### config.mk
export PLATFORM = sky130hd
export DESIGN_NAME = cache_array
export DESIGN_NICKNAME = d
export VERILOG_FILES = /design/src/rtl/cache_pkg.sv /design/src/rtl/cache_array.sv
export SDC_FILE = /design/constraint.sdc
export NUM_CORES = 1
export LEC_CHECK = 0
export ABC_AREA = 0
export ABC_CLOCK_PERIOD_IN_PS = 5400
export BUFFER_PORTS_ARGS = -buffer_cell sky130_fd_sc_hd__buf_2
export CORE_MARGIN = 4
export CORE_UTILIZATION = 42
export CTS_CLUSTER_DIAMETER = 80
export DETAILED_ROUTE_END_ITERATION = 16
export GPL_TIMING_DRIVEN = 1
export PLACE_DENSITY = 0.63
export SYNTH_ARGS = -nofsm -noshare
export SYNTH_HDL_FRONTEND = slang
export SYNTH_SLANG_ARGS = --single-unit
### constraint.sdc
create_clock -name clk -period 5.4 [get_ports clk]
set_input_delay 0.54 -clock clk [delete_from_list [all_inputs] [get_ports clk]]
set_output_delay 0.54 -clock clk [all_outputs]
set_load 0.03 [all_outputs]
### src/rtl/cache_pkg.sv
package cache_pkg;

   // address split: tag | index | offset
   localparam int word_w   = 16;  // data word
   localparam int addr_w   = 16;  // word address
   localparam int offset_w = 2;   // word within line
   localparam int index_w  = 4;   // line select
   localparam int tag_w    = addr_w - index_w - offset_w;

   localparam int words_per_line = 4;
   localparam int num_lines      = 16;

   // main memory timing
   localparam int bank_busy_cycles = 3;  // bank blocked after an access
   localparam int rd_latency       = 2;  // accept to rd_valid

   // controller states, 1 and 2 left free
   typedef enum logic [3:0] {
      idle      = 4'h0,
      wb_0      = 4'h3,  // write back victim words
      wb_1      = 4'h4,
      wb_2      = 4'h5,
      wb_3      = 4'h6,
      alloc_0   = 4'h7,  // issue line reads
      alloc_1   = 4'h8,
      alloc_2   = 4'h9,
      alloc_3   = 4'ha,
      fill_wait = 4'hb,  // wait for remaining returns
      commit    = 4'hc,  // mark line valid
      rd_retry  = 4'hd,
      wr_retry  = 4'he,
      error     = 4'hf   // rd and wr together
   } ctrl_state_t;

   // reset contents of main memory
   function automatic logic [word_w-1:0] mem_init_word(input logic [addr_w-1:0] a);
      return ~a;
   endfunction

endpackage

### src/rtl/cache_array.sv
`timescale 1ns/1ps

module cache_array (
   input  logic clk,
   input  logic rst_n,
   input  logic [cache_pkg::addr_w-1:0] addr,   // client address, held
   input  logic [cache_pkg::word_w-1:0] wdata,
   input  logic c_comp,
   input  logic c_write,
   input  logic c_valid_in,
   input  logic [cache_pkg::offset_w-1:0] c_offset,
   input  logic fill_valid,                     // memory return
   input  logic [cache_pkg::offset_w-1:0] fill_offset,
   input  logic [cache_pkg::word_w-1:0] fill_data,
   output logic hit,
   output logic dirty,
   output logic valid,
   output logic [cache_pkg::tag_w-1:0] victim_tag,
   output logic [cache_pkg::word_w-1:0] rdata
);
   import cache_pkg::*;

   logic [tag_w-1:0]    req_tag;
   logic [index_w-1:0]  idx;
   logic [offset_w-1:0] req_off;
   logic [offset_w-1:0] rd_off;
   logic                wr_hit;

   logic [tag_w-1:0]  tag_mem  [num_lines];
   logic [word_w-1:0] data_mem [num_lines][words_per_line];
   logic [num_lines-1:0] valid_q;
   logic [num_lines-1:0] dirty_q;

   assign req_tag = addr[addr_w-1 -: tag_w];
   assign idx     = addr[offset_w +: index_w];
   assign req_off = addr[offset_w-1:0];

   // tag compare only in compare mode
   assign hit        = c_comp & (tag_mem[idx] == req_tag);
   assign valid      = valid_q[idx];
   assign dirty      = dirty_q[idx];
   assign victim_tag = tag_mem[idx];

   assign rd_off = c_comp ? req_off : c_offset;  // client word or wb word
   assign rdata  = data_mem[idx][rd_off];

   assign wr_hit = c_comp & c_write & hit & valid;

   always_ff @(posedge clk) begin
      if (wr_hit) begin
         data_mem[idx][req_off] <= wdata;
      end
      if (fill_valid) begin
         data_mem[idx][fill_offset] <= fill_data;  // one word per return
      end
      if (c_valid_in) begin
         tag_mem[idx] <= req_tag;
      end
   end

   always_ff @(posedge clk or negedge rst_n) begin
      if (!rst_n) begin
         valid_q <= '0;
         dirty_q <= '0;
      end else if (c_valid_in) begin
         valid_q[idx] <= 1'b1;  // freshly filled line is clean
         dirty_q[idx] <= 1'b0;
      end else if (wr_hit) begin
         dirty_q[idx] <= 1'b1;
      end
   end

endmodule

# Word level (Yosys, flattened, before mapping)
# Memories as Yosys holds them, arrays and structs flattened.
# Cells that the tools add are included.
# totals
ff_bits	32
ramBits	1184
out_inout_bits	29
elab_cells	177
n_memories	2
# classes
magnitude_cmp	7
n_eq_ne	1
n_mux	86
bitwise	75
n_reduce_logical	4
# mem_list
name	depth	word_bits	read_ports	rd_clocked_by_memory_dff	write_ports	line_no	text
data_mem	16	64	1	0	1	cache_array.sv:30	logic [word_w-1:0] data_mem [num_lines][words_per_line];
tag_mem	16	10	1	0	1	cache_array.sv:29	logic [tag_w-1:0] tag_mem [num_lines];
# op_table
cell	count
2-to-1 mux 64 bit	2
2-to-1 mux 16 bit	6
2-to-1 mux 1 bit	71
demux 16 bit (select 2 bit)	2
OR 1 bit	64
binary-select mux 16 bit (select 2 bit)	1
OR 16 bit	2
bitwise AND 16 bit	1
inverter 16 bit	1
== test 10 bit	1
greater-or-equal comparator 3 bit, second input constant	3
inverter 2 -> 3 bit	3
binary-select mux 1 bit (select 4 bit)	2
< comparator 3 x 1 -> 1 bit, second input constant	2
< comparator 4 x 5 -> 1 bit, second input constant	1
bitwise AND 1 bit	4
demux 1 bit (select 4 bit)	1
greater-or-equal comparator 4 x 1 -> 1 bit, second input constant	1
logical AND 1 bit	3
2-to-1 mux 2 bit	1
nonzero test 2 bit	1

# Logic depth before layout (Yosys ltp)
# An unclocked memory read counts as a cell.
# logic_depth
depth_word	8
mapped_depth	13
depth_no_buf	8

# Least setup slack after synthesis
# No wires, ideal clock.
# synth_timing
path_kind	input-to-reg
startpoint	in addr[5] (netlist name)
endpoint	mem data_mem[12][16] (netlist name) (enable)
setup_time_ps	395
arrival_ps	3731
required_time_ps	5005
slack_ps	1273
path_stages	12
cell_sequence	buf_2 > buf_4 > buf_2 > mux4_2 > mux2i_1 > mux2i_1 > xnor2_1 > o211ai_1 > nor2_2 > nand4_2 > clkbuf_1 > o22ai_1
# synth_between
elab_chain_cells	8
# synth_rtl
item	line_no	text
from (decl)	cache_array.sv:6	input logic [cache_pkg::addr_w-1:0] addr,
memory read (16 x 10 bit)	-	
named net victim_tag, one bit	cache_array.sv:18	output logic [cache_pkg::tag_w-1:0] victim_tag,
== test 10 bit	cache_array.sv:39	assign hit = c_comp & (tag_mem[idx] == req_tag);
bitwise AND 1 bit	cache_array.sv:39	
bitwise AND 1 bit (2 in series)	cache_array.sv:47	assign wr_hit = c_comp & c_write & hit & valid;
2-to-1 mux 1 bit	cache_array.sv:50	if (wr_hit) begin
2-to-1 mux 64 bit (implied by the code)	cache_array.sv:51	data_mem[idx][req_off] <= wdata;
OR 1 bit (no line)	-	
to (decl)	cache_array.sv:30	
# The timed path passes the listed nets, and every way through them passes these cells. The select of a mux whose other input is x is not followed.

# Final worst setup path
# layout_timing
startpoint	in addr[2] (netlist name)
endpoint	out rdata[1] (netlist name)
# layout_between
elab_chain_cells	4
# layout_rtl
item	line_no	text
memory read (16 x 64 bit)	-	
binary-select mux 16 bit (select 2 bit)	cache_array.sv:45	assign rdata = data_mem[idx][rd_off];
2-to-1 mux 16 bit (implied by the code) (2 in series)	cache_array.sv:45	
to (decl)	cache_array.sv:19	output logic [cache_pkg::word_w-1:0] rdata
# Every way passes these cells. The select of a mux whose other input is x is not followed.

==> key figures <==
Critical path
  • Critical Path Source Type: primary input
  • Crit-path max FO: just over 60
  • CP Data Arrival Time: between 4000 and 5000 ps
  • Worst EP required: just under 5000 ps
  • CP Class: in -> out
  • Worst Setup End Kind: output pin

CTS
  • H-tree depth: 3
  • Root Buffer: clkbuf_16
  • Clk slew on worst S/H paths: roughly 60 ps
  • CTS Sinks: 1216
  • Skew-Pair Late Insertion Delay: 750 ps
  • Clk buf depth: 3
  • CTS buffer count: 121
  • Post-CTS Hold Buffers: 1
  • Post-CTS resize count: 0
  • CTS tree: done
  • Setup bufs post-CTS: 0

Pwr
  • Sw Ratio: 21.9%
  • Clock power frac: between 40% and 50%
  • Pint: between 15 and 20 mW
  • VDD IR max: approximately 0.3 mV
  • Switch Pwr: ~4.4 mW
  • Pleak: 17.6 nW
  • Combinational power share: under 10%
  • P per Cell Area: 365 mW/mm^2
  • Sequential cell fraction of total power: 52.2%

Finish
  • Fillcell total: about 9200
  • P&R area growth vs syn: 14.3%
  • Layout cells sized above 1: roughly a third
  • Final instance area: 0.0552 mm^2
  • Area taken by multi-input logic gates: 0.0116 mm^2
  • Reg area: approximately 0.036 mm^2
  • # nets final: ~2500

Synthesis
  • Post-Syn Area: 0.0483 mm^2
  • Synth Instances: 2273
  • YS warnings: 0
  • Post-synthesis sequential area ratio: approximately 75%
  • FFs w/ async S/R, synth: about 2.6%
  • Average size of a mapped cell: 21.3 um^2
  • Number of synthesized register bits: ~1200
  • Syn Nets: about 2300
  • Post-synth cell types: 54
  • Main synth FF type: edfxtp_1
  • Post-synth EDFFs: between 1000 and 1500

Drt
  • Number of iterations in the first detailed-routing pass: 5
  • Post-Route WL: 126000 um
  • Via Count: around 24000
  • Initial DRC count: roughly 2600
  • Vias per Instance: between 5 and 6
  • Final antenna-violating net count: 0
  • Remaining DRCs: 0
  • Mean routed wirelength per cell: approximately 31 um

Timing
  • TNS Setup: 0 ps
  • Final Max Tran Viols: 0
  • Slew margin rel.: 17.3%
  • Final setup viols: 0
  • Worst-Margin Slew: approximately 1200 ps
  • Achievable Freq: ~220 MHz
  • Final hold vios: 0
  • Unrepaired setup endpoints after global routing: no
  • Clock Skew: 112 ps
  • Crit path time final: between 4000 and 5000 ps
  • Final period util: 85.0%

Global route
  • Gr usage total: a little over a fifth
  • Largest net degree at the start of global routing: ~100
  • Overflow after GRT: 0
  • Global-route wire length before repair: between 150000 and 200000 um
  • Initial antenna violation count: 6
  • Number of global-route vias before repair: 24600

Place
  • Port buffer count: 86
  • HPWL after DPL: between 70000 and 80000 um
  • Gp weighted congestion: roughly 0.84
  • Placed inst area: between 0.05 and 0.06 mm^2

Hold path
  • Worst Hold Class: in -> reg

Die
  • Ports: just under 90
  • Die area: about 0.12 mm^2
  • # rows: roughly 120
  • Starting density of the core: roughly 42%
  • Die H: between 300 and 400 um
  • Die W: ~350 um
  • CORE AREA: 0.114 mm^2

Run status
  • Outcome: finished, final reports clean

Run
  • Max Cap Viol: 0
[worst max-delay path, cell delays in order]
cell	delay, ps
buf_8	470
buf_12	380
mux4_2	570
mux4_2	530
and2_1	180
a211oi_1	750
a31oi_1	200
buf_2	250
[path summary, 6_finish.rpt]
path	startpoint	cells after the start	slack, ps	end
worst max-delay path	addr[2]	8	810	rdata[1]
worst min-delay path	addr[9]	1	230	tag_mem[12][3]
worst max register to register	tag_mem[13][1]	9	1380	data_mem[7][15]
worst min register to register	valid_q[12]	1	460	valid_q[12]
max in group asynchronous	rst_n	2	4340	async pin
min in group asynchronous	rst_n	2	480	valid_q[9]
[cell usage in the layout, fill, tap and decap left out, drive strengths merged, types with 6 or more instances in the layout]
master	instances
a22o	10
inv	24
mux2	54
clkinvlp	6
a31oi	19
diode	6
mux2i	69
xor2	6
buf	187
nor3	17
nor2	65
a211oi	16
nand2	148
clkinv	58
o22ai	18
nor2b	6
mux4	337
o21ai	13
o31ai	10
nand3	28
and2	19
clkbuf	147
a22oi	22
edfxtp	1184
nand2b	20
dfrtp	32
bufinv	13
[cells in the mapped netlist, types with 2 or more instances]
cell,number,area [um^2]
edfxtp_1,1184,35600
mux4_2,337,7590
nand2_1,148,556
mux2i_1,68,681
nor2_1,63,236
clkbuf_1,56,210
mux2_2,54,608
buf_2,44,220
dfrtp_1,32,801
nand3_1,28,140
a22oi_1,22,165
inv_1,20,75.1
nand2b_1,20,125
and2_1,18,113
o22ai_1,18,113
a31oi_1,17,106
nor3_1,17,85.1
a211oi_1,16,120
buf_1,16,60.1
a22o_1,10,87.6
o31ai_1,10,75.1
buf_4,9,67.6
o21ai_1,8,40.0
nor2b_1,6,37.5
xor2_1,6,52.6
o21ai_0,5,25.0
o21a_1,4,30.0
xnor2_1,4,35.0
a31oi_2,2,25.0
buf_6,2,22.5
nand3b_1,2,15.0
nor2_2,2,12.5
nor4_1,2,12.5
nor4b_2,2,30.0
o21bai_1,2,15.0
[sequential cells by signal, indices dropped and copies added (netlist names), named ones only]
name	count
data_mem	1024
tag_mem	160
valid_q	16
[per-stage QoR]
step	hold slack (ps)	setup slack, ps	utilization [%]	instances	total power, mW
floorplan	244	1270	-	2273	11.5
global placement	449	768	44.8	3845	12.0
detailed placement	451	657	44.8	3845	12.0
CTS	178	827	48.3	4073	20.3
global route	213	664	48.3	4074	20.8
finish	229	809	48.3	4079	20.2
[layout make-up]
type	instances	area share, %
flip-flops and latches	1216	65.8
multi-input cells	909	20.9
clock buffers	147	5.70
well taps	1512	3.43
repair buffers	188	2.41
clock inverters	80	1.52
inverters	21	0.143
diodes	6	0.0272
[power by group through the flow]
stage | logic, mW | clock network, mW | registers, mW
CTS | 1.32 | 8.47 | 10.5
global placement | 1.29 | 0 | 10.7
floorplan | 0.811 | 0 | 10.7
finish | 1.31 | 8.32 | 10.5
global route | 1.39 | 8.90 | 10.5
detailed placement | 1.32 | 0 | 10.7
[routing by layer]
| layer | GRT usage [%] | wire [um] |
|---|---|---|
| met1 | 29.1 | 50000 |
| met2 | 32.5 | 59700 |
| met3 | 5.76 | 12600 |
| met4 | 6.12 | 3860 |
| met5 | 0 | 7 |
[logic make-up (layout without fill, tap and decap cells)]
group / count (synthesis) / in the layout / synth area share, %
xor gates and xnor gates: 10 / 10 / 0.181
other: 0 / 6 / 0
buffers and inverters: 148 / 436 / 1.36
and+or+nand+nor: 317 / 317 / 2.97
DFF: 1216 / 1216 / 75.2
muxes: 460 / 460 / 18.4
AOI/OAI and AO/OA: 122 / 122 / 1.83
No activity file was read; power rests on OpenSTA's default activity.
