==> config.mk <==
export PLATFORM = sky130hd
export DESIGN_NAME = mem_arbiter
export DESIGN_NICKNAME = d
export VERILOG_FILES = /design/src/rtl/cache_pkg.sv /design/src/rtl/mem_arbiter.sv
export SDC_FILE = /design/constraint.sdc
export NUM_CORES = 1
export LEC_CHECK = 0
export BUFFER_PORTS_ARGS = -buffer_cell sky130_fd_sc_hd__buf_4
export CORE_MARGIN = 4
export CORE_UTILIZATION = 27
export CTS_BUF_LIST = sky130_fd_sc_hd__clkbuf_16
export DETAILED_ROUTE_END_ITERATION = 10
export PLACE_DENSITY_LB_ADDON = 0.3
export SLEW_MARGIN = 30
export SYNTH_ARGS = -nofsm -noshare
export SYNTH_HDL_FRONTEND = slang
export SYNTH_SLANG_ARGS = --single-unit
==> constraint.sdc <==
create_clock -name clk -period 3.5 [get_ports clk]
set_clock_uncertainty 0.05 [all_clocks]
set_input_delay 0.7 -clock clk [delete_from_list [all_inputs] [get_ports clk]]
set_output_delay 0.7 -clock clk [all_outputs]
set_load 0.005 [all_outputs]
==> src/rtl/cache_pkg.sv <==
package cache_pkg;

   // address split: tag | index | offset
   localparam int word_w   = 16;  // data word
   localparam int addr_w   = 16;  // word address
   localparam int offset_w = 2;   // word within line
   localparam int index_w  = 4;   // line select
   localparam int tag_w    = addr_w - index_w - offset_w;

   localparam int words_per_line = 4;
   localparam int num_lines      = 16;

   // main memory timing
   localparam int bank_busy_cycles = 3;  // bank blocked after an access
   localparam int rd_latency       = 2;  // accept to rd_valid

   // controller states, 1 and 2 left free
   typedef enum logic [3:0] {
      idle      = 4'h0,
      wb_0      = 4'h3,  // write back victim words
      wb_1      = 4'h4,
      wb_2      = 4'h5,
      wb_3      = 4'h6,
      alloc_0   = 4'h7,  // issue line reads
      alloc_1   = 4'h8,
      alloc_2   = 4'h9,
      alloc_3   = 4'ha,
      fill_wait = 4'hb,  // wait for remaining returns
      commit    = 4'hc,  // mark line valid
      rd_retry  = 4'hd,
      wr_retry  = 4'he,
      error     = 4'hf   // rd and wr together
   } ctrl_state_t;

   // reset contents of main memory
   function automatic logic [word_w-1:0] mem_init_word(input logic [addr_w-1:0] a);
      return ~a;
   endfunction

endpackage

==> src/rtl/mem_arbiter.sv <==
`timescale 1ns/1ps

module mem_arbiter (
   input  logic clk,
   input  logic rst_n,
   input  logic m_rd_0,
   input  logic m_wr_0,
   input  logic m_lock_0,
   input  logic [cache_pkg::addr_w-1:0] m_addr_0,
   input  logic [cache_pkg::word_w-1:0] m_wdata_0,
   input  logic m_rd_1,
   input  logic m_wr_1,
   input  logic m_lock_1,
   input  logic [cache_pkg::addr_w-1:0] m_addr_1,
   input  logic [cache_pkg::word_w-1:0] m_wdata_1,
   input  logic mem_stall,
   input  logic mem_rd_valid,
   input  logic [cache_pkg::word_w-1:0] mem_rd_data,
   input  logic [cache_pkg::offset_w-1:0] mem_rd_offset,
   output logic m_stall_0,
   output logic m_stall_1,
   output logic rd_valid_0,
   output logic rd_valid_1,
   output logic [cache_pkg::word_w-1:0] rd_data,
   output logic [cache_pkg::offset_w-1:0] rd_offset,
   output logic mem_rd,
   output logic mem_wr,
   output logic [cache_pkg::addr_w-1:0] mem_addr,
   output logic [cache_pkg::word_w-1:0] mem_wdata
);

   logic owner;    // last granted port, doubles as rr pointer
   logic burst_q;  // owner held lock last cycle
   logic gnt;
   logic owner_lock;

   assign owner_lock = owner ? m_lock_1 : m_lock_0;

   always_comb begin
      if (burst_q & owner_lock) begin
         gnt = owner;                 // burst in progress, no switch
      end else if (m_lock_0 & m_lock_1) begin
         gnt = ~owner;                // tie, last owner loses
      end else if (m_lock_0 | m_lock_1) begin
         gnt = m_lock_1;
      end else begin
         gnt = owner;
      end
   end

   always_ff @(posedge clk or negedge rst_n) begin
      if (!rst_n) begin
         owner   <= 1'b0;
         burst_q <= 1'b0;
      end else begin
         owner   <= gnt;
         burst_q <= gnt ? m_lock_1 : m_lock_0;
      end
   end

   // granted stream straight to memory
   assign mem_rd    = gnt ? m_rd_1    : m_rd_0;
   assign mem_wr    = gnt ? m_wr_1    : m_wr_0;
   assign mem_addr  = gnt ? m_addr_1  : m_addr_0;
   assign mem_wdata = gnt ? m_wdata_1 : m_wdata_0;

   assign m_stall_0 = gnt | mem_stall;   // loser waits
   assign m_stall_1 = ~gnt | mem_stall;

   // owner still locked while its reads return
   assign rd_valid_0 = mem_rd_valid & ~owner;
   assign rd_valid_1 = mem_rd_valid & owner;
   assign rd_data    = mem_rd_data;
   assign rd_offset  = mem_rd_offset;

endmodule

# [Yosys cells after proc, flatten, opt, wreduce, memory -nomap -nowiden]
# Index checks and enable logic that the tools add are counted.
[word_totals] reg_bits=2 out_inout_bits=56 latch_bits=0 word_cells=20 ramBits=0 rom_bits=0 mem_count=0
[op_classes] addsub=0 magnitude_cmp=0 div_mod_pow=0 mul=0 shift=0 n_eq_ne=0 n_bitwise=9 mux=9 reduce_logical=0
[op_table] operator="two-way mux 16 bit" n=2
[op_table] operator="two-way mux 1 bit" n=7
[op_table] operator="AND 1 bit" n=4
[op_table] operator="bitwise OR 1 bit" n=3
[op_table] operator="inverter 1 bit" n=2

# [Depth between registers and ports, before layout]
# Gate-level depths: netlist of the first run.
[logic_depth] depth_word=6 mapped_depth=4 ltp_nobuf=3

# [Least setup slack after synthesis of the first run]
# No wires, ideal clock.
[synth_timing] path_kind="in2out" from="input port m_lock_1" to="output port mem_wdata[10] in the netlist's numbering" required_ns=2.750 n_path_buf=1 setup_slack_ns=1.054 path_stages=4 arrival_time_ns=1.696 cell_sequence="nor2_1 -> a2bb2oi_4 -> buf_6 -> mux2_1"
[synth_via] elab_chain_len=5
[synth_lines] item="from (decl)" line_no="mem_arbiter.sv:13" text="input logic m_lock_1,"
[synth_lines] item="bitwise OR 1 bit" line_no="mem_arbiter.sv:44" text="end else if (m_lock_0 | m_lock_1) begin"
[synth_lines] item="two-way mux 1 bit" line_no="mem_arbiter.sv:44"
[synth_lines] item="two-way mux 1 bit" line_no="mem_arbiter.sv:42" text="end else if (m_lock_0 & m_lock_1) begin"
[synth_lines] item="two-way mux 1 bit *" line_no="mem_arbiter.sv:40" text="if (burst_q & owner_lock) begin"
[synth_lines] item="two-way mux 16 bit *" line_no="mem_arbiter.sv:65" text="assign mem_wdata = gnt ? m_wdata_1 : m_wdata_0;"
[synth_lines] item="to (decl)" line_no="mem_arbiter.sv:29" text="output logic [cache_pkg::word_w-1:0] mem_wdata"
# Mark *: on every way between the ends. The rest lies on a longest branch, timed or not.

# [Worst setup path after layout of the first run]
[layout_timing] from="input port m_lock_1" to="output port mem_wdata[15] in the netlist's numbering"
# Same word-level chain as after synthesis.

==> results of run 1 <==
==> cell type report <==
cell class	count	area, sq um	area share (%)
Clock buffer	3	75.1	4.85
Inverter	1	3.75	0.242
Timing Repair Buffer	112	853	55.1
Tap cell	30	37.5	2.42
Multi-Input combinational cell	42	529	34.2
Sequential cell	2	50.0	3.23
==> cells in the mapped netlist <==
| cell | instances |
|---|---|
| mux2_4 | 20 |
| buf_4 | 18 |
| mux2_1 | 7 |
| mux2_2 | 7 |
| buf_8 | 2 |
| dfrtp_1 | 2 |
| or2_2 | 2 |
| a2bb2oi_4 | 1 |
| and2_1 | 1 |
| and2b_1 | 1 |
| buf_6 | 1 |
| inv_1 | 1 |
| nand2b_1 | 1 |
| nor2_1 | 1 |
| xnor2_1 | 1 |
==> stage by stage <==
stage	instance area [sq um]	util, %	instances
floorplan	759	-	66
global placement	1470	57.4	187
detailed placement	1470	57.4	187
CTS	1550	60.3	190
global route	1550	60.3	190
finish	1550	60.3	190
==> flip-flops by register name (all words and copies together) (netlist names) <==
name and cells:
owner 1, burst_q 1
==> worst max-delay path, cell delays in order <==
cell,delay [ns]
buf_4,0.13
nor2_1,0.19
a2bb2oi_4,0.17
buf_12,0.24
mux2_2,0.36
buf_4,0.13
==> per-layer routing <==
metal / vias up / part of all wire (%)
li1: 400 / -
met1: 367 / 24
met2: 90 / 53
met3: 6 / 22
met4: 0 / 1.2
met5: - / 0
==> kinds of logic after synthesis <==
family          count (synthesis)  synth area share (%)
flops                           2                  6.59
compound gates                  1                  3.46
xor+xnor                        1                  1.15
buf+inv                        22                  23.7
mux                            34                  60.3
simple gates                    6                  4.78
==> path summary, 6_finish.rpt <==
check / startpoint / depth (start not counted) / to
setup / recovery: m_lock_1 / 6 / mem_wdata[15]
min in group clk: m_lock_0 / 2 / burst_q
hold reg to reg: burst_q / 4 / owner
hold / removal: rst_n / 1 / burst_q
max in group asynchronous: rst_n / 1 / owner
setup reg to reg: owner / 4 / owner
==> power groups by stage <==
| stage | registers, mW | logic (mW) | clock network, mW |
|---|---|---|---|
| 3_3_place_gp | 0.0274 | 0.268 | 0 |
| 6_report | 0.0274 | 0.269 | 0.170 |
| 5_1_grt | 0.0276 | 0.288 | 0.176 |
| 2_1_floorplan | 0.0272 | 0.146 | 0 |
| 4_1_cts | 0.0274 | 0.274 | 0.173 |
| 3_5_place_dp | 0.0276 | 0.273 | 0 |
==> results.toml, run 1 <==
[route]
drc = 0
wl_mm = 2.75
drt_iter0_drc = 22
dr.pass1.iters = 2
via_per_inst = 4.54
antenna_left = 0
avgRoutedWirePerCell_um = 14.5
vias = 863

[die]
io_pins = 148
die_area_sq_mm = 0.00373
initial_core_util_pct = 29.6
core-area_sq_mm = 0.00257
dieWidth_um = 61.0
num_rows = 18
die_h_um = 61.0

[logic_synthesis]
yosys.area.top_type_share_pct = 39.5
ys_seq_area_share_pct = 6.59
ys_warn_count = 0
avgSynthCellArea_sq_um = 11.5
ys_ff_latch = 2
synth.largest_area_cell = "mux2_4"
synth.distinct_cells = 15
synth_nets = 158
synth_cells = 66
netlist_area_sq_um = 759
synth_area_leaders = "mux2_4 (40%), buf_4 (18%), mux2_1 (10%), mux2_2 (10%), dfrtp_1 (6.6%)"

[worst_setup_path]
crit_required_ns = 2.75
crit_arrival_ns = 1.95
start_kind = "primary input"
worst_setup_path_end_kind = "primary output"
r2r_slack_ns = 2.26
critical_path_class = "primary input to primary output"
cp_max_fo = 37

[power]
p_int_uw = 359
switchingPower_uw = 108
p_seq_share_pct = 5.9
power.total_uw = 467
leakage_nw = 0.850
irDropWorstVdd_mv = 0.245
pwr-share-clk_pct = 36.5
combPwrFrac_pct = 57.6
switching_share_pct = 23.1
powerDensity_mw_per_mm2 = 301

[placed_design]
portBuffers = 111
place_ws_ns = 0.776
place_congestion = 0.711

[sta]
worst_slew_pin_slew_ns = 0.287
tns_ns = 0
hold_viol = 0
timing.final.max_slew_violations = 0
fmax_ghz = 0.370
setup_slack_ns = 0.797
fin_crit_sh_pct = 77.2
setup_violations = 0
whs_ns = 0.208
rsz0062_at_grt = "no"
max-slew-margin-rel_pct = 80.7
fin_crit_ns = 2.70

[final_layout]
nFillCells = 215
final_common_cell = "buf_4"
antennaDiodeCount = 0
layout_common_cells = "buf_4 (111), mux2_4 (20), mux2_1 (7), mux2_2 (7), clkbuf_16 (3)"
drive_above_1_share_pct = 90.6
fin_nets = 254
synthToLayoutAreaGrowth_pct = 104

[global_routing]
antenna_found_initial = 0
grt_use_total_pct = 13.2
grt.met3_usage_pct = 9.01
grt_pass1_vias = 921
grtUsageMet1_pct = 10.1
met2_usage_pct = 25.4
grt-ovfl-total = 0
grt_pass1_wl_mm = 3.69
grt_max_degree = 38
top_usage_layer = "met2"

[clocking]
cts_buffers = 3
post_cts_buffers = 0
clk_pin_slew_worst_paths_ns = 0.03
cts_tree = "done"
ctsHoldBuffers = 0
clock-root-buffer = "clkbuf_16"
insertion_delay_ns = 0.22
h-tree-depth = 1
clock_sinks = 2
clock_path_buffers = 2
cts_resized = 0

[hold_path]
hold_class = "primary input to async pin"

[flow_run]
max_cap_violations = 0

[status]
status = "finished clean"
(Power assumes the default switching activity.)
==> run 2: changes to the inputs <==
- CORE_UTILIZATION: 27 -> 25
- clock period: 3.5 -> 2.75 ns (I/O delays scaled with it)
==> run 2 against run 1 <==
  * Wire length rose by 1.4%
  * Cell count rose by 1.1%
  * Combinational power rose by 28%
  * Sequential share of layout area barely moved
  * Design area rose by 0.56%
  * Setup slack got worse by 0.45 ns
  * Die area rose by 6.9%
  * Non-clock buffer count rose by 1
  * Register-to-register slack got worse by 0.75 ns
  * Critical endpoint is now mem_wr
  * Largest cell class unchanged
==> results.toml, run 2 (synthesized netlist as in run 1, its figures left out) <==
[final_layout]
fin_nets = 255
antennaDiodeCount = 0
synthToLayoutAreaGrowth_pct = 105
nFillCells = 240
regArea_sq_um = 50.0
largestRegisters = "burst_q (1), owner (1)"
final_common_cell = "buf_4"
drive_above_1_share_pct = 90.7
multi_input_area_sq_um = 529
final_cell_area_sq_mm = 0.00156
layout_common_cells = "buf_4 (112), mux2_4 (20), mux2_1 (7), mux2_2 (7), clkbuf_16 (3)"

[clocking]
clock_sinks = 2
insertion_delay_ns = 0.22
clk_pin_slew_worst_paths_ns = 0.03
cts_tree = "done"
h-tree-depth = 1
post_cts_buffers = 0
ctsHoldBuffers = 0
cts_buffers = 3
clock_path_buffers = 2
clock-root-buffer = "clkbuf_16"
cts_resized = 0

[sta]
worst_slew_pin_slew_ns = 0.291
fin_crit_sh_pct = 87.5
fmax_ghz = 0.416
max-slew-margin-rel_pct = 80.5
rsz0062_at_grt = "no"
tns_ns = 0
hold_viol = 0
timing.final.max_slew_violations = 0
fin_crit_ns = 2.41
setup_violations = 0

[placed_design]
place_congestion = 0.689
placed_area_sq_mm = 0.00148
portBuffers = 111

[status]
status = "finished clean"

[power]
irDropWorstVdd_mv = 0.249
leakage_nw = 0.855
powerDensity_mw_per_mm2 = 383

[die]
num_rows = 19
die_area_sq_mm = 0.00398
dieWidth_um = 63.1
die_h_um = 63.1
initial_core_util_pct = 26.8
io_pins = 148
core-area_sq_mm = 0.00283

[global_routing]
grt_use_total_pct = 13.0
grt_max_degree = 21
grt_pass1_vias = 900
grt-ovfl-total = 0
antenna_found_initial = 0
grt_pass1_wl_mm = 4.22

[worst_setup_path]
worst_setup_path_end_kind = "primary output"
start_kind = "primary input"
r2r_start = "owner"
critical_path_class = "primary input to primary output"
reg2reg_depth = 4
r2r_slack_ns = 1.51
reg2reg_to = "owner"
cp_max_fo = 17
crit_arrival_ns = 1.81
crit_required_ns = 2.15

[route]
antenna_left = 0
vias = 843
via_per_inst = 4.39
wl_mm = 2.79
avgRoutedWirePerCell_um = 14.5
drc = 0
drt_iter0_drc = 5
dr.pass1.iters = 2

[hold_path]
hold_class = "primary input to async pin"

[flow_run]
max_cap_violations = 0
## run 2: worst max-delay path by stage
| stage | startpoint | end | slack (ns) | cells after the start |
|---|---|---|---|---|
| 4_1_cts | m_lock_1 | mem_wr | 0.33 | 6 |
| 5_1_grt | m_lock_1 | mem_wr | 0.29 | 6 |
| 2_1_floorplan | m_lock_1 | mem_wdata[10] | 0.60 | 4 |
| 3_3_place_gp | m_lock_1 | mem_wr | 0.37 | 6 |
| 3_5_place_dp | m_lock_1 | mem_wr | 0.32 | 6 |
| 6_report | m_lock_1 | mem_wr | 0.34 | 6 |
## run 2: area by class of cell
type,count,share of cell area (%)
flip-flops and latches,2,3.21
clock buffers,3,4.82
repair buffers,113,55.3
well taps,31,2.49
multi-input cells,42,34.0
inverters,1,0.241
## run 2: metrics by stage
step,util [%],power (mW),instances,worst slack [ns],hold WS (ns)
finish,55.1,0.597,192,0.344,0.0590
global route,55.1,0.631,192,0.289,0.0575
CTS,55.1,0.604,192,0.330,0.0575
detailed placement,52.4,0.384,189,0.318,0.283
global placement,52.4,0.379,189,0.371,0.282
floorplan,-,0.220,66,0.604,0.204
## run 2: metal layers
layer  global-route usage (%)  part of all wire, %  up-vias
met2                     23.5                   50       87
met1                     12.8                   32      354
li1                         -                    -      402
met5                        0                    0        -
met4                     4.96                    0        0
met3                     6.04                   18        0
## run 2: report_power, final
| group | leakage [nW] | switching [mW] | internal, mW | total, mW |
|---|---|---|---|---|
| Sequential | 0.0217 | 0.00247 | 0.0324 | 0.0349 |
| Clock | 0.0370 | 0.0320 | 0.185 | 0.217 |
| Combinational | 0.796 | 0.103 | 0.241 | 0.345 |
## run 2: worst max-delay path, cell delays in order
cell and delay [ns]:
buf_4 0.13, nor2_1 0.19, a2bb2oi_4 0.19, buf_4 0.25, mux2_2 0.36, buf_4 0.13
==> run 3: changes to the inputs <==
- CORE_UTILIZATION: 25 -> 23
- clock period: 2.75 -> 2 ns (I/O delays scaled with it)
==> run 3 against run 2 <==
  * The flow now finishes with violations (setup timing)
  * First-iteration DRC count up 80%
  * Cell count is 8.3% higher
  * Combinational power increased by 61%
  * Worst hold slack gained 0.31 ns
  * Wire length grew 5.2%
  * Clock power grew 36%
  * Die area up 7.6%
  * Utilization is 0.82 points higher
  * Non-clock buffer count is 3 higher
==> results.toml, run 3 (synthesized netlist as in run 1, its figures left out) <==
[final_layout]
drive_above_1_share_pct = 92.1
fin_nets = 258
largestRegisters = "burst_q (1), owner (1)"
antennaDiodeCount = 0
final_cells = 208
final_common_cell = "buf_4"
layout_common_cells = "buf_4 (88), mux2_4 (25), buf_6 (25)"
final_cell_area_sq_mm = 0.00173
post-route-util_pct = 55.9
synthToLayoutAreaGrowth_pct = 128

[worst_setup_path]
r2r_slack_ns = 0.80
start_kind = "register"
crit_arrival_ns = 1.69
critical_path_class = "register to primary output"
worst_setup_path_end_kind = "primary output"
cp_max_fo = 20
crit_required_ns = 1.55

[sta]
max-slew-margin-rel_pct = 86.9
hold_viol = 0
fmax_ghz = 0.467
setup_slack_ns = -0.142
whs_ns = 0.369
fin_crit_sh_pct = 107
rsz0062_at_grt = "yes"
fin_crit_ns = 2.14
timing.final.max_slew_violations = 0
setup_violations = 34
worst_slew_pin_slew_ns = 0.195

[route]
drt_iter0_drc = 9
antenna_left = 0
vias = 884
via_per_inst = 4.25
dr.pass1.iters = 2
wl_mm = 2.94
drc = 0
avgRoutedWirePerCell_um = 14.1

[power]
leakage_nw = 0.931
switching_share_pct = 23.2
irDropWorstVdd_mv = 0.400
power.total_uw = 899
p_int_uw = 690
powerDensity_mw_per_mm2 = 518
p_seq_share_pct = 5.5
pwr-share-clk_pct = 32.8
combPwrFrac_pct = 61.7
switchingPower_uw = 208

[global_routing]
grt_pass1_vias = 964
antenna_found_initial = 0
grt_pass1_wl_mm = 4.07
grt-ovfl-total = 0
grt_max_degree = 21
grt_use_total_pct = 11.8

[clocking]
cts_tree = "done"
cts_buffers = 3
h-tree-depth = 1
clock-root-buffer = "clkbuf_16"
clock_sinks = 2
clk_pin_slew_worst_paths_ns = 0.03
clock_path_buffers = 2
insertion_delay_ns = 0.22

[hold_path]
hold_class = "primary input to register"

[status]
status = "finished with violations"
violations = "setup timing"

[die]
dieWidth_um = 65.5
num_rows = 20
initial_core_util_pct = 24.5
die_area_sq_mm = 0.00429
io_pins = 148
die_h_um = 65.5
core-area_sq_mm = 0.00310

[placed_design]
portBuffers = 111
dp_cells = 203
place_congestion = 0.664
dpl.hpwl_mm = 2.47
placed_area_sq_mm = 0.00152

[flow_run]
max_cap_violations = 0
[run 3: area by class of cell]
cell class / instances / area [sq um]
fill: 294 / 1370
timing repair buffer: 116 / 992
multi-input combinational: 42 / 558
clock buffer: 3 / 75.1
tap: 44 / 55.1
sequential: 2 / 50.0
inverter: 1 / 3.75
[run 3: power by group through the flow]
stage	clock [mW]	sequential (mW)	combinational, mW
after global placement	0	0.0481	0.481
after floorplan	0	0.0476	0.255
after CTS	0.301	0.0484	0.493
after detailed placement	0	0.0484	0.489
final	0.295	0.0496	0.554
after global routing	0.309	0.0500	0.589
[run 3: worst paths after layout]
kind                          start  depth (start not counted)           end
setup / recovery              owner                          5  mem_addr[13]
hold / removal             m_lock_0                          2       burst_q
setup reg to reg              owner                          4         owner
hold reg to reg             burst_q                          4         owner
max in group asynchronous     rst_n                          2         owner
min in group asynchronous     rst_n                          2       burst_q
[run 3: layer usage]
metal  track usage, %  share of wire, %
met5                0                 0
met4             3.11                 0
met3             9.23                22
met2             20.2                49
met1             10.8                29
[run 3: worst max-delay path, cell delays in order, from the launching register on]
cell	delay, ns
dfrtp_1	0.42
xnor2_2	0.18
a2bb2oi_4	0.21
buf_12	0.21
mux2_4	0.32
buf_6	0.12
[run 3: per-stage QoR]
step | worst slack (ns) | TNS (ns)
3_5_place_dp | -0.0534 | -1.09
4_1_cts | -0.146 | -4.35
6_report | -0.142 | -4.15
3_3_place_gp | -0.0171 | -0.311
2_1_floorplan | 0.154 | 0
5_1_grt | -0.198 | -6.19
[run 3: timing repair]
action,in CTS,in global routing
buffers inserted,0,1
pin swaps,0,0
hold buffers,1,0
resized for setup,1,31
hold endpoints to repair,2,0
endpoints found under the setup margin,35,35
