[src/rtl/cache_pkg.sv]
package cache_pkg;

   // address split: tag | index | offset
   localparam int word_w   = 16;  // data word
   localparam int addr_w   = 16;  // word address
   localparam int offset_w = 2;   // word within line
   localparam int index_w  = 4;   // line select
   localparam int tag_w    = addr_w - index_w - offset_w;

   localparam int words_per_line = 4;
   localparam int num_lines      = 16;

   // main memory timing
   localparam int bank_busy_cycles = 3;  // bank blocked after an access
   localparam int rd_latency       = 2;  // accept to rd_valid

   // controller states, 1 and 2 left free
   typedef enum logic [3:0] {
      idle      = 4'h0,
      wb_0      = 4'h3,  // write back victim words
      wb_1      = 4'h4,
      wb_2      = 4'h5,
      wb_3      = 4'h6,
      alloc_0   = 4'h7,  // issue line reads
      alloc_1   = 4'h8,
      alloc_2   = 4'h9,
      alloc_3   = 4'ha,
      fill_wait = 4'hb,  // wait for remaining returns
      commit    = 4'hc,  // mark line valid
      rd_retry  = 4'hd,
      wr_retry  = 4'he,
      error     = 4'hf   // rd and wr together
   } ctrl_state_t;

   // reset contents of main memory
   function automatic logic [word_w-1:0] mem_init_word(input logic [addr_w-1:0] a);
      return ~a;
   endfunction

endpackage

[src/rtl/cache_ctrl.sv]
`timescale 1ns/1ps

module cache_ctrl (
   input  logic clk,
   input  logic rst_n,
   // client side
   input  logic rd,            // held until done
   input  logic wr,
   // from cache array
   input  logic hit,
   input  logic dirty,
   input  logic valid,
   // from arbiter
   input  logic m_stall,
   input  logic rd_valid,      // fill word arriving
   output logic done,
   output logic err,
   output logic stall,
   // to cache array
   output logic c_comp,
   output logic c_write,
   output logic c_valid_in,
   output logic [cache_pkg::offset_w-1:0] c_offset,
   // to arbiter
   output logic m_rd,
   output logic m_wr,
   output logic m_lock,
   output logic [cache_pkg::offset_w-1:0] m_offset,
   output logic m_sel_victim,  // victim tag on writeback
   output cache_pkg::ctrl_state_t state
);
   import cache_pkg::*;

   ctrl_state_t nxt;
   logic in_wb;
   logic in_alloc;
   logic [offset_w:0] fill_cnt;  // fill words seen this burst
   logic fill_last;

   assign in_wb    = state inside {wb_0, wb_1, wb_2, wb_3};
   assign in_alloc = state inside {alloc_0, alloc_1, alloc_2, alloc_3};

   // fourth return arrives this cycle
   assign fill_last = rd_valid & (fill_cnt == (offset_w+1)'(words_per_line - 1));

   always_ff @(posedge clk or negedge rst_n) begin
      if (!rst_n) begin
         state <= idle;
      end else begin
         state <= nxt;
      end
   end

   always_ff @(posedge clk or negedge rst_n) begin
      if (!rst_n) begin
         fill_cnt <= '0;
      end else if (state == idle) begin
         fill_cnt <= '0;                 // fresh count per miss
      end else if (rd_valid) begin
         fill_cnt <= fill_cnt + 1'b1;    // returns may land during alloc
      end
   end

   // hit | valid | dirty decides in idle, same table as before
   always_comb begin
      nxt = state;
      case (state)
         idle: begin
            if (rd & wr) begin
               nxt = error;
            end else if ((rd | wr) & ~(hit & valid)) begin
               nxt = (dirty & valid) ? wb_0 : alloc_0;  // dirty victim goes out first
            end
         end
         wb_0:      nxt = m_stall ? wb_0 : wb_1;
         wb_1:      nxt = m_stall ? wb_1 : wb_2;
         wb_2:      nxt = m_stall ? wb_2 : wb_3;
         wb_3:      nxt = m_stall ? wb_3 : alloc_0;
         alloc_0:   nxt = m_stall ? alloc_0 : alloc_1;
         alloc_1:   nxt = m_stall ? alloc_1 : alloc_2;
         alloc_2:   nxt = m_stall ? alloc_2 : alloc_3;
         alloc_3:   nxt = m_stall ? alloc_3 : fill_wait;
         fill_wait: nxt = fill_last ? commit : fill_wait;
         commit: begin
            if (rd) begin
               nxt = rd_retry;
            end else if (wr) begin
               nxt = wr_retry;
            end else begin
               nxt = error;   // client let go mid miss
            end
         end
         rd_retry:  nxt = idle;
         wr_retry:  nxt = idle;
         error:     nxt = idle;
         default:   nxt = idle;
      endcase
   end

   // word offset walked by wb and alloc
   always_comb begin
      case (state)
         wb_1, alloc_1: m_offset = 2'd1;
         wb_2, alloc_2: m_offset = 2'd2;
         wb_3, alloc_3: m_offset = 2'd3;
         default:       m_offset = 2'd0;
      endcase
   end

   assign c_offset = m_offset;  // array reads victim word in step

   assign stall = (state != idle);
   assign err   = (state == error);

   // compare on a clean request in idle and on both retries
   assign c_comp = ((state == idle) & (rd ^ wr))
                 | (state == rd_retry)
                 | (state == wr_retry);
   assign c_write    = c_comp & wr;
   assign c_valid_in = (state == commit);

   // retry always hits, idle only on a valid tag match
   assign done = c_comp & ((state != idle) | (hit & valid));

   assign m_wr         = in_wb;
   assign m_rd         = in_alloc;
   assign m_sel_victim = in_wb;
   assign m_lock       = in_wb | in_alloc | (state == fill_wait) | (state == commit);

endmodule

[config.mk]
export PLATFORM = sky130hd
export DESIGN_NAME = cache_ctrl
export DESIGN_NICKNAME = d
export VERILOG_FILES = /design/src/rtl/cache_pkg.sv /design/src/rtl/cache_ctrl.sv
export SDC_FILE = /design/constraint.sdc
export NUM_CORES = 1
export LEC_CHECK = 0
export ABC_AREA = 1
export BUFFER_PORTS_ARGS = -buffer_cell sky130_fd_sc_hd__buf_2
export CAP_MARGIN = 10
export CORE_UTILIZATION = 47
export CTS_CLUSTER_DIAMETER = 150
export DETAILED_ROUTE_END_ITERATION = 8
export GPL_ROUTABILITY_DRIVEN = 1
export PLACE_DENSITY = 0.9
export SYNTH_ARGS = -nofsm -noshare
export SYNTH_HDL_FRONTEND = slang
export SYNTH_SLANG_ARGS = --single-unit
[constraint.sdc]
create_clock -name clk -period 1.5 [get_ports clk]
set_input_delay 0.3 -clock clk [delete_from_list [all_inputs] [get_ports clk]]
set_output_delay 0.3 -clock clk [all_outputs]
set_load 0.005 [all_outputs]
# Word level (Yosys, flattened, before mapping)
# Index checks and enable logic that the tools add are counted.
op_classes:
  bitwise: 17
  n_mux: 18
  n_reduce_logical: 8
  n_eq_ne: 15
  addsub: 1
op_table:
  columns: ["cell", "n"]
  rows:
  - ["one-hot mux 4 bit (11 select lines)", 1]
  - ["== test 4 bit, second input constant", 8]
  - ["== test 4 x 3 -> 1 bit, second input constant", 4]
  - ["two-way mux 3 bit", 5]
  - ["two-way mux 4 bit", 3]
  - ["nonzero test 4 bit", 3]
  - ["bitwise AND 1 bit", 8]
  - ["bitwise OR 1 bit", 7]
  - ["two-way mux 2 bit", 3]
  - ["one-hot mux 2 bit (3 select lines)", 1]
  - ["OR reduction 2 bit", 3]
  - ["two-way mux 1 bit", 5]
  - ["== test 4 x 2 -> 1 bit, second input constant", 1]
  - ["zero test 4 bit", 1]
  - ["adder 3 x 1 -> 3 bit, second input constant", 1]
  - ["== test 3 x 2 -> 1 bit, second input constant", 1]
  - ["inequality test 3 x 1 -> 1 bit, second input constant", 1]
  - ["nonzero test 2 bit", 1]
  - ["inverter 1 bit", 1]
  - ["XOR 1 bit", 1]
totals:
  out_inout_bits: 18
  elab_cells: 61
  inputBits: 9
  reg_bits: 7

# Longest topological paths before layout
# Gate-level depths: netlist of the first run.
depth:
  ltp_word: 6
  ltp_mapped: 9
  depth_no_buf: 9

# Worst setup path after synthesis of the first run
# Ideal clock, no wire load.
synth_timing:
  path_kind: "flip-flop to output port"
  from: "reg state[2]"
  to: "out c_write"
  setup_slack_ns: 0.049
  required_time_ns: 1.200
  path_stages_with_launch: 6
  n_path_buf: 0
  arrival_ns: 1.151
  cell_sequence: "dfrtp_1 -> nor2_1 -> nand2_2 -> o22ai_2 -> inv_1 -> nor2_1"
synth_between:
  elab_chain_len: 5
  elab_cells_between_ends: 7
  classes_between: "2 x eq/ne; 4 x bitwise; 1 x reduce/logical"
synth_rtl:
  columns: ["element", "line_no", "rtl"]
  rows:
  - ["start, declared", "cache_ctrl.sv:30", "output cache_pkg::ctrl_state_t state"]
  - ["start signal, assigned", "cache_ctrl.sv:48", "state <= idle;"]
  - ["start signal, assigned", "cache_ctrl.sv:50", "state <= nxt;"]
  - ["zero test 4 bit", "cache_ctrl.sv:116", "assign c_comp = ((state == idle) & (rd ^ wr))"]
  - ["bitwise AND 1 bit", "cache_ctrl.sv:116", null]
  - ["bitwise OR 1 bit", "cache_ctrl.sv:117", "| (state == rd_retry)"]
  - ["bitwise OR 1 bit *", "cache_ctrl.sv:118", "| (state == wr_retry);"]
  - ["net c_comp", "cache_ctrl.sv:20", "output logic c_comp,"]
  - ["bitwise AND 1 bit *", "cache_ctrl.sv:119", "assign c_write = c_comp & wr;"]
  - ["end, declared", "cache_ctrl.sv:21", "output logic c_write,"]
# Mark *: on every way through the listed nets, which the timed path passes. The rest lies on a longest branch.

# Worst setup path after layout of the first run
layout_timing:
  from: "reg state[1]"
  to: "out c_write"
layout_between:
  elab_chain_len: 5
  elab_cells_between_ends: 7
  classes_between: "2 x eq/ne; 4 x bitwise; 1 x reduce/logical"
layout_rtl:
  columns: ["element", "line_no"]
  rows:
  - ["zero test 4 bit", "cache_ctrl.sv:116"]
  - ["bitwise AND 1 bit", "cache_ctrl.sv:116"]
  - ["bitwise OR 1 bit", "cache_ctrl.sv:117"]
  - ["bitwise OR 1 bit *", "cache_ctrl.sv:118"]
  - ["bitwise AND 1 bit *", "cache_ctrl.sv:119"]
# Mark *: on every way between the ends. The rest lies on a longest branch, timed or not.

==> results of run 1 <==
[cell families after synthesis]
family	count (synthesis)	synth area share (%)
XOR/XNOR	1	1.275
buffers and inverters	23	14.21
flip-flops	7	25.50
AO/OA/AOI/OAI	14	12.93
AND/OR/NAND/NOR	59	36.98
adder cells (fa/ha/maj)	5	9.107
[report_power, final]
part	internal [mW]	leakage (nW)	switching (mW)
combinational	0.843	0.540	0.995
sequential	0.286	0.0823	0.152
clock	0.102	0.0150	0.0836
[routing by layer]
| layer | up-vias | part of all wire [%] | GRT usage (%) |
|---|---|---|---|
| met2 | 87 | 49 | 52.42 |
| li1 | 435 | - | - |
| met1 | 436 | 36 | 34.12 |
| met5 | - | 0 | 0 |
| met4 | 0 | 5.9 | 12.50 |
| met3 | 27 | 9.1 | 5.556 |
[critical path: stages, from the launching register on]
cell and delay, ps:
dfrtp_2 460, inv_1 110, nand2_2 120, nand2_2 90, o22ai_2 130, inv_1 80, nor2_1 100, buf_2 120
[state kept, by name, indices dropped and copies added, names as in the netlist]
| signal | count |
|---|---|
| fill_cnt | 3 |
| state | 4 |
[cell type report]
class	count	area [sq um]
Fill cell	84	200.2
Sequential cell	7	180.2
Tap cell	15	18.77
Inverter	20	85.08
Multi-Input combinational cell	79	523.0
Clock buffer	4	26.28
Timing Repair Buffer	45	300.3
[final timing paths]
kind / cells after the start / to / startpoint
max: 7 / c_write / state[1]$_DFFE_PN0P_
min: 3 / fill_cnt[1]$_DFFE_PN0P_ / rd_valid
max reg2reg: 11 / state[0]$_DFFE_PN0P_ / state[0]$_DFFE_PN0P_
min reg2reg: 2 / fill_cnt[0]$_DFFE_PN0P_ / fill_cnt[0]$_DFFE_PN0P_
max in group asynchronous: 2 / state[1]$_DFFE_PN0P_ / rst_n
min in group asynchronous: 2 / state[0]$_DFFE_PN0P_ / rst_n
[layout by cell type (no fill, tap or decap), types with 3 or more instances in the layout]
| cell type | n |
|---|---|
| inv_1 | 14 |
| ha_1 | 5 |
| inv_2 | 4 |
| o21ai_0 | 3 |
| dfrtp_1 | 3 |
| clkbuf_4 | 3 |
| dfrtp_2 | 4 |
| buf_6 | 6 |
| nand2_4 | 5 |
| buf_2 | 25 |
| buf_4 | 13 |
| nand2_1 | 17 |
| nand3_1 | 8 |
| a21oi_1 | 3 |
| nor2_4 | 6 |
| nand2_2 | 3 |
| nor2_1 | 14 |
[metrics by stage]
| step | hold slack (ps) | instances |
|---|---|---|
| floorplan | 4.409 | 109 |
| finish | 350.5 | 170 |
| detailed placement | 140.4 | 153 |
| CTS | 339.7 | 164 |
| global placement | 137.0 | 153 |
| global route | 365.0 | 170 |
[timing repair]
action / CTS / global route
buffers inserted: 6 / 7
pin swaps: 4 / 10
setup endpoints to repair: 13 / 15
gates resized for setup: 21 / 28
hold endpoints to repair: 7 / 0
hold buffers: 1 / 0
==> flow_metrics.tcl, run 1 <==
set metrics [dict create \
    timing.critical_path.fanout_max 5 \
    placementRows 13 \
    placedInstanceArea_sq_um 858.3 \
    rsz0062_at_grt "yes" \
    crit_type "reg -> out" \
    setup_viol 14 \
    place.gp.congestion 0.8974 \
    initialDrtViolationCount 70 \
    worst-endpoint-required_ps 1200 \
    route.vias.total 985 \
    port_buffers 26 \
    drcViolationCount 0 \
    synth.ff_latch_count 7 \
    worstSkewPairLatency_ps 270 \
    setup_total_negative_slack_ps -1718 \
    critPathCaptureType "primary output" \
    static-leakage-power_nw 0.6377 \
    nNetsFinal 170 \
    number_of_antenna_violations_at_the_first_check_in_global_routing 0 \
    grt_pass1_wl_mm 3.070 \
    post-route-cell-area_sq_mm 0.001134 \
    synth_commonest_cells "24 x nand2_1, 19 x inv_1, 19 x nor2_1" \
    grt_max_degree 9 \
    fin_worst_skew_ps 9.941 \
    antenna_cells_inserted 0 \
    post-layout-total-power_mw 2.462 \
    synth_area_per_cell_sq_um 6.302 \
    synthMostInstantiatedCell "nand2_1" \
    outcome "complete, but fails checks" \
    routed_wirelength_mm 2.814 \
    period_needed_ps 1772 \
    worstMarginPinSlew_ps 341.6 \
    cts_tree "yes" \
    grt_overflow 0 \
    die_y_extent_microns 40.23 \
    post_synth_main_area_contributors "dfrtp_1 26%, nand2_1 13%, inv_1 10%, nor2_1 10%, ha_1 9.1%" \
    initial_utilization_pct 51.50 \
    synthesis.area_sq_um 686.9 \
    seq_area_frac_synth_pct 25.50 \
    drt_pass1_iterations 4 \
    first_global_vias 752 \
    final_antenna_net_count 0 \
    syn-instance-count 109 \
    synth.lib_cells_used.distinct 24 \
    timing.max_slew.rel_slack_pct 76.98 \
    post_layout_util_pct 84.99 \
    total_cts_buffers 3 \
    i_o_pin_cnt 27 \
    clkTransAtPathRegs_ps 50 \
    synth.net_count 123 \
    place.detailed.hpwl_mm 1.443 \
    ctsHtreeMaxLevel 1 \
    grt_usage_pct 29.49 \
    violations_in_the_final_reports "negative setup slack" \
    worst_setup_slack_after_layout_ps -272.2 \
    report.final.hold_viol_count 0 \
    cts.sink_count 7 \
    clock_tree.buffer_depth 2 \
    synth_enable_flop_cells 0 \
    maxClockFrequency_mhz 564.3 \
    min_path_type "in -> reg" \
    power_per_cell_area_mw_per_mm2 2172 \
    synth_ff_type "dfrtp_1" \
    synth_warnings 0 \
    yosys.area.top_type_share_pct 25.50 \
    cp_data_arrival_time_ps 1470 \
    post_route_cells_drive_above_1_share_pct 49.68 \
    timing.final.max_slew_violations 0 \
    core_area_sq_mm 0.001334 \
    die-area_sq_mm 0.001618 \
    r2r_slack_ps -150 \
    vdd.ir_drop.worst_uv 1218 \
    areaGrowthSynthToFinish_pct 65.03 \
    route.detailed.vias_per_inst 5.794 \
    synth-async-reset-ratio_pct 100.0 \
    worstSetupStartpointType "register" \
    drt-wirelength-per-cell_microns 16.55 \
    max_cap_viol_count 0 \
    timing.final.crit_share_pct 118.1 \
    cts-root-buf "clkbuf_4" \
    pre_cts_ws_ps -52.84 \
    die_width_microns 40.23 \
    synth_largest_area_cell "dfrtp_1" \
]
No activity file was read; power rests on OpenSTA's default activity.
==> run 2, diff against run 1 <==
- ABC_AREA: 1 -> default
- PLACE_DENSITY: 0.9 -> 0.89
==> run 2 against run 1 <==
- critical endpoint is now done
- register-to-register slack got worse by 30 ps
- global-route usage is 0.93 points higher
- critical path depth decreased by 2
- sequential power shrank 4.6%
- cell area rose by 7.5%
- the run still ends with negative setup slack left
- synthesized cell count decreased by 20%
- via count down 8.3%
- clock skew down 3.9 ps
- die area is 1.7% higher
- worst hold slack better by 49 ps
==> flow_metrics.tcl, run 2 <==
set metrics [dict create \
    placedInstanceArea_sq_um 930.9 \
    antenna_cells_inserted 0 \
    final_antenna_net_count 0 \
    post_route_cells_drive_above_1_share_pct 57.35 \
    cp_data_arrival_time_ps 1520 \
    die_y_extent_microns 40.58 \
    synth_xor_xnor_area_share_pct 5.009 \
    worstSetupStartpointType "register" \
    yosys.area.top_type_share_pct 25.04 \
    ctsHtreeMaxLevel 1 \
    synth.lib_cells_used.distinct 34 \
    route.vias.total 903 \
    clock_tree.buffer_depth 2 \
    die-area_sq_mm 0.001646 \
    fin_worst_skew_ps 6.081 \
    cts-root-buf "clkbuf_4" \
    period_needed_ps 1818 \
    grt_pass1_wl_mm 3.194 \
    static-leakage-power_nw 0.5861 \
    mostFrequentLayoutCells "25 x buf_2, 14 x buf_6, 14 x buf_4" \
    post_synth_main_area_contributors "dfrtp_1 25%, ha_1 8.9%, a21oi_1 5.7%, nor2_1 5.4%, buf_4 4.3%" \
    setup_viol 16 \
    synth-async-reset-ratio_pct 100.0 \
    grt_overflow 0 \
    worst-endpoint-required_ps 1200 \
    clkTransAtPathRegs_ps 50 \
    number_of_antenna_violations_at_the_first_check_in_global_routing 0 \
    maxClockFrequency_mhz 550.2 \
    seq_area_frac_synth_pct 25.04 \
    initialDrtViolationCount 48 \
    worstSkewPairLatency_ps 250 \
    total_cts_buffers 3 \
    place.gp.congestion 0.8808 \
    route.detailed.vias_per_inst 5.980 \
    timing.final.crit_share_pct 121.2 \
    crit_type "reg -> out" \
    biggestRegsByFlops "state x4, fill_cnt x3" \
    drt_pass1_iterations 4 \
    post-route-cell-area_sq_mm 0.001219 \
    min_path_type "in -> async" \
    initial_utilization_pct 51.81 \
    grt_usage_pct 30.42 \
    worst_setup_slack_after_layout_ps -317.6 \
    pre_cts_ws_ps -202.6 \
    timing.max_slew.rel_slack_pct 75.82 \
    synth.ff_latch_count 7 \
    routed_wirelength_mm 2.849 \
    cts.sink_count 7 \
    synth.net_count 101 \
    cts_tree "yes" \
    vdd.ir_drop.worst_uv 1435 \
    timing.final.max_slew_violations 0 \
    nNetsFinal 151 \
    yosys.area_share.simple_pct 22.36 \
    max_cap_viol_count 0 \
    rsz0062_at_grt "yes" \
    core_area_sq_mm 0.001350 \
    synth_commonest_cells "10 x nor2_1, 8 x a21oi_1, 7 x dfrtp_1, 7 x inv_1" \
    syn-instance-count 87 \
    outcome "complete, but fails checks" \
    power_per_cell_area_mw_per_mm2 2046 \
    areaGrowthSynthToFinish_pct 74.24 \
    timing.hold.ws_ps 399.7 \
    first_global_vias 714 \
    synth_top_family_by_area "compound AO/OA/AOI/OAI gates" \
    violations_in_the_final_reports "negative setup slack" \
    synth_compound_area_share_pct 22.54 \
    setup_total_negative_slack_ps -3406 \
    synth.area.mux_share_pct 4.472 \
    synth_warnings 0 \
    drt-wirelength-per-cell_microns 18.87 \
    synth_enable_flop_cells 0 \
    register_with_the_most_flip_flops "state" \
    die_width_microns 40.58 \
    largest_reg_flops 4 \
    port_buffers 26 \
    critPathCaptureType "primary output" \
    worstMarginPinSlew_ps 359.9 \
    report.final.hold_viol_count 0 \
    synth_ff_type "dfrtp_1" \
    drcViolationCount 0 \
    layout.cells.most_common "buf_2" \
    num-fill-cells 57 \
    post_synth_fa_ha_maj_area_fraction_pct 8.945 \
    synth_area_per_cell_sq_um 8.039 \
    synthesis.area_sq_um 699.4 \
    place.detailed.hpwl_mm 1.475 \
    grt_max_degree 13 \
    placementRows 13 \
    timing.critical_path.fanout_max 4 \
    synthMostInstantiatedCell "nor2_1" \
    i_o_pin_cnt 27 \
    synth_largest_area_cell "dfrtp_1" \
]
-- run 2: worst paths after layout --
check,from,endpoint,slack [ps],cells past startpoint
max in group asynchronous,rst_n,state[1]$_DFFE_PN0P_,930,2
hold / removal,rst_n,state[2]$_DFFE_PN0P_,400,2
setup reg to reg,state[0]$_DFFE_PN0P_,state[0]$_DFFE_PN0P_,-180,7
min in group clk,rd_valid,fill_cnt[2]$_DFFE_PN0P_,440,3
setup / recovery,state[0]$_DFFE_PN0P_,done,-320,5
hold reg to reg,fill_cnt[1]$_DFFE_PN0P_,fill_cnt[1]$_DFFE_PN0P_,590,2
-- run 2: critical path: stages, from the launching register on --
cell     delay [ps]
dfrtp_2         450
nor4b_2         270
a31oi_1          70
o22a_1          210
a21oi_2         130
buf_2           140
-- run 2: layer usage --
layer	part of all wire, %	track usage, %	vias to the layer above
li1	-	-	404
met4	3.9	13.33	0
met2	51	52.38	58
met3	6.8	3.889	12
met1	38	37.29	429
met5	0	0	-
-- run 2: cells by family (layout without fill, tap and decap cells) --
group           count (synthesis)  count (layout)
simple gates                   28              28
compound gates                 24              24
buf+inv                        16              65
flops                           7               7
fa+ha+maj                       5               5
xor+xnor                        4               4
mux                             3               3
-- run 2: timing repair --
action / 4_1_cts / 5_1_grt
setup buffers: 6 / 5
gates resized for setup: 24 / 18
pin swaps: 9 / 8
hold endpoints to repair: 7 / 0
cloned: 0 / 0
hold buffers: 1 / 0
endpoints found under the setup margin: 16 / 18
-- run 2: final cells by class --
type | instances | area [sq um] | share of cell area [%]
clock buffers | 4 | 26.28 | 2.156
inverters | 7 | 26.28 | 2.156
multi-input cells | 64 | 570.5 | 46.82
flip-flops and latches | 7 | 178.9 | 14.68
well taps | 15 | 18.77 | 1.540
repair buffers | 54 | 397.9 | 32.65
-- run 2: through the flow --
step | power (mW) | utilization (%) | instances
5_1_grt | 2.629 | 90.27 | 151
4_1_cts | 2.096 | 82.85 | 147
6_report | 2.493 | 90.27 | 151
3_5_place_dp | 1.537 | 68.95 | 136
2_1_floorplan | 1.123 | - | 87
3_3_place_gp | 1.479 | 68.95 | 136
-- run 2: report_power, final --
part / internal (mW) / total (mW) / switching (mW)
Combinational: 0.999 / 1.91 / 0.908
Clock: 0.101 / 0.169 / 0.0678
Sequential: 0.283 / 0.418 / 0.135
==> run 3, diff against run 2 <==
- SKIP_CTS_REPAIR_TIMING: default -> 1
==> run 3 against run 2 <==
- the run still ends with negative setup slack left
- die area stayed put
- register-to-register slack improved by 100 ps
- cell area shrank 0.10%
- maximum frequency grew 1.4%
- sequential share of layout area hardly changed
- setup slack improved by 26 ps
- clock skew shrank 2.3 ps
- flip-flop and latch count unchanged
- core utilization is 0.093 points lower
- global-route usage down 6.1 points
- count of clock-buffer cells in the layout unchanged
- first-iteration DRC count is 46% lower
==> flow_metrics.tcl, run 3 (synthesis results as in run 2) <==
set metrics [dict create \
    report.final.hold_viol_count 0 \
    violations_in_the_final_reports "negative setup slack" \
    num-fill-cells 64 \
    worst-endpoint-required_ps 1200 \
    grt_max_degree 13 \
    layout.cells.most_common "buf_2" \
    drcViolationCount 0 \
    largest_reg_flops 4 \
    route.detailed.vias_per_inst 5.813 \
    register_with_the_most_flip_flops "state" \
    clockPowerShare_pct 7.0 \
    min_path_type "in -> async" \
    cp_common_cell "buf_6" \
    placementRows 13 \
    pwr-share-seq_pct 16.8 \
    worst_setup_slack_after_layout_ps -291.8 \
    vdd.ir_drop.worst_uv 1436 \
    timing.hold.ws_ps 406.0 \
    place.gp.congestion 0.8808 \
    initialDrtViolationCount 26 \
    grt_overflow 0 \
    cts_tree "yes" \
    grt_pass1_wl_mm 2.601 \
    period_needed_ps 1792 \
    fin_worst_skew_ps 3.828 \
    timing.critical_path.fanout_max 3 \
    worstSetupStartpointType "register" \
    antenna_cells_inserted 0 \
    maxClockFrequency_mhz 558.1 \
    switching_share_pct 43.55 \
    post-place-cells 136 \
    clkTransAtPathRegs_ps 50 \
    worstSkewPairLatency_ps 250 \
    number_of_antenna_violations_at_the_first_check_in_global_routing 0 \
    cp_data_arrival_time_ps 1490 \
    nNetsFinal 150 \
    cts-root-buf "clkbuf_4" \
    net-switching-power_mw 1.034 \
    post_route_cells_drive_above_1_share_pct 61.48 \
    final_antenna_net_count 0 \
    slowest_stage_cell_cp "dfrtp_1" \
    total_cts_buffers 3 \
    outcome "complete, but fails checks" \
    drt_pass1_iterations 4 \
    biggestRegsByFlops "state x4, fill_cnt x3" \
    critPathCaptureType "primary output" \
    place.detailed.hpwl_mm 1.475 \
    route.vias.total 872 \
    initial_utilization_pct 51.81 \
    power_per_cell_area_mw_per_mm2 1950 \
    timing.final.crit_share_pct 119.5 \
    drt-wirelength-per-cell_microns 17.15 \
    combinationalPowerShare_pct 76.2 \
    seqCellArea_sq_um 178.9 \
    first_global_vias 610 \
    max_cap_viol_count 0 \
    clock_tree.buffer_depth 2 \
    rsz0062_at_grt "yes" \
    cts.sink_count 7 \
    slowest_delay_ps 420 \
    core_area_sq_mm 0.001350 \
    mostFrequentLayoutCells "26 x buf_2, 16 x buf_4, 9 x buf_6" \
    areaGrowthSynthToFinish_pct 74.06 \
    multi_input_comb_area_sq_um 585.6 \
    internal_power_mw 1.340 \
    grt_usage_pct 24.34 \
    timing.max_slew.rel_slack_pct 78.84 \
    die_width_microns 40.58 \
    setup_viol 17 \
    timing.final.max_slew_violations 0 \
    ctsHtreeMaxLevel 1 \
    routed_wirelength_mm 2.572 \
    crit-reg2reg-launch "state[3]$_DFFE_PN0P_" \
    worstMarginPinSlew_ps 313.5 \
    stdcell_count 150 \
    die_y_extent_microns 40.58 \
    i_o_pin_cnt 27 \
    crit_type "reg -> out" \
    cp_cell_sequence "buf_6, buf_6, nor4_4, buf_4, a21oi_2, buf_2" \
    port_buffers 26 \
    worstSetupStartpoint "state[2]$_DFFE_PN0P_" \
    die-area_sq_mm 0.001646 \
    static-leakage-power_nw 0.5815 \
]
==> run 3: cell types whose count changed in the layout (fill, tap and decap cells not counted), moves of 2 or more <==
cell / before / now
buf_4: 14 / 16
buf_6: 14 / 9
ha_1: 5 / 3
ha_2: 0 / 2
==> run 3: cell type report <==
type                       instances  share of cell area [%]
clock buffer                       4                   2.158
inverter                           7                   2.158
multi-input combinational         64                   48.10
sequential                         7                   14.70
tap                               15                   1.542
timing repair buffer              53                   31.35
==> run 3: power groups by stage <==
stage | clock network (mW) | registers, mW | logic (mW)
final | 0.167 | 0.399 | 1.81
after global routing | 0.181 | 0.408 | 1.95
after CTS | 0.167 | 0.372 | 1.16
after detailed placement | 0 | 0.375 | 1.16
after global placement | 0 | 0.366 | 1.11
after floorplan | 0 | 0.338 | 0.784
==> run 3: metal layers <==
layer / vias to the layer above / share of wire [%] / track usage (%)
met5: - / 0 / 0
met4: 0 / 3.3 / 7.500
met3: 10 / 6.1 / 3.333
met2: 56 / 50 / 40.87
met1: 407 / 41 / 31.86
li1: 399 / - / -
==> run 3: path summary, 6_finish.rpt <==
path,endpoint,slack (ps),depth (start not counted)
max,done,-290,6
min,state[2]$_DFFE_PN0P_,410,2
max reg2reg,state[1]$_DFFE_PN0P_,-80,5
min reg2reg,fill_cnt[1]$_DFFE_PN0P_,560,2
max in group asynchronous,state[1]$_DFFE_PN0P_,920,2
min in group clk,fill_cnt[0]$_DFFE_PN0P_,410,3
==> run 3: metrics by stage <==
step	utilization [%]	setup TNS [ps]	worst slack (ps)	instance area, sq um	total power [mW]
after floorplan	-	0	5.689	715.7	1.123
after global placement	68.95	-395.5	-134.8	930.9	1.479
after detailed placement	68.95	-590.1	-202.6	930.9	1.537
after CTS	70.90	-2544	-285.3	957.2	1.702
after global routing	90.18	-3479	-359.3	1217	2.540
final	90.18	-2615	-291.8	1217	2.374
==> run 3: worst max-delay path: cells and delay by family, from the launching register on <==
kind,cells,cell delay (ps)
buffers and inverters,4,580
AND/OR/NAND/NOR,1,200
flip-flops,1,420
AO/OA/AOI/OAI,1,50
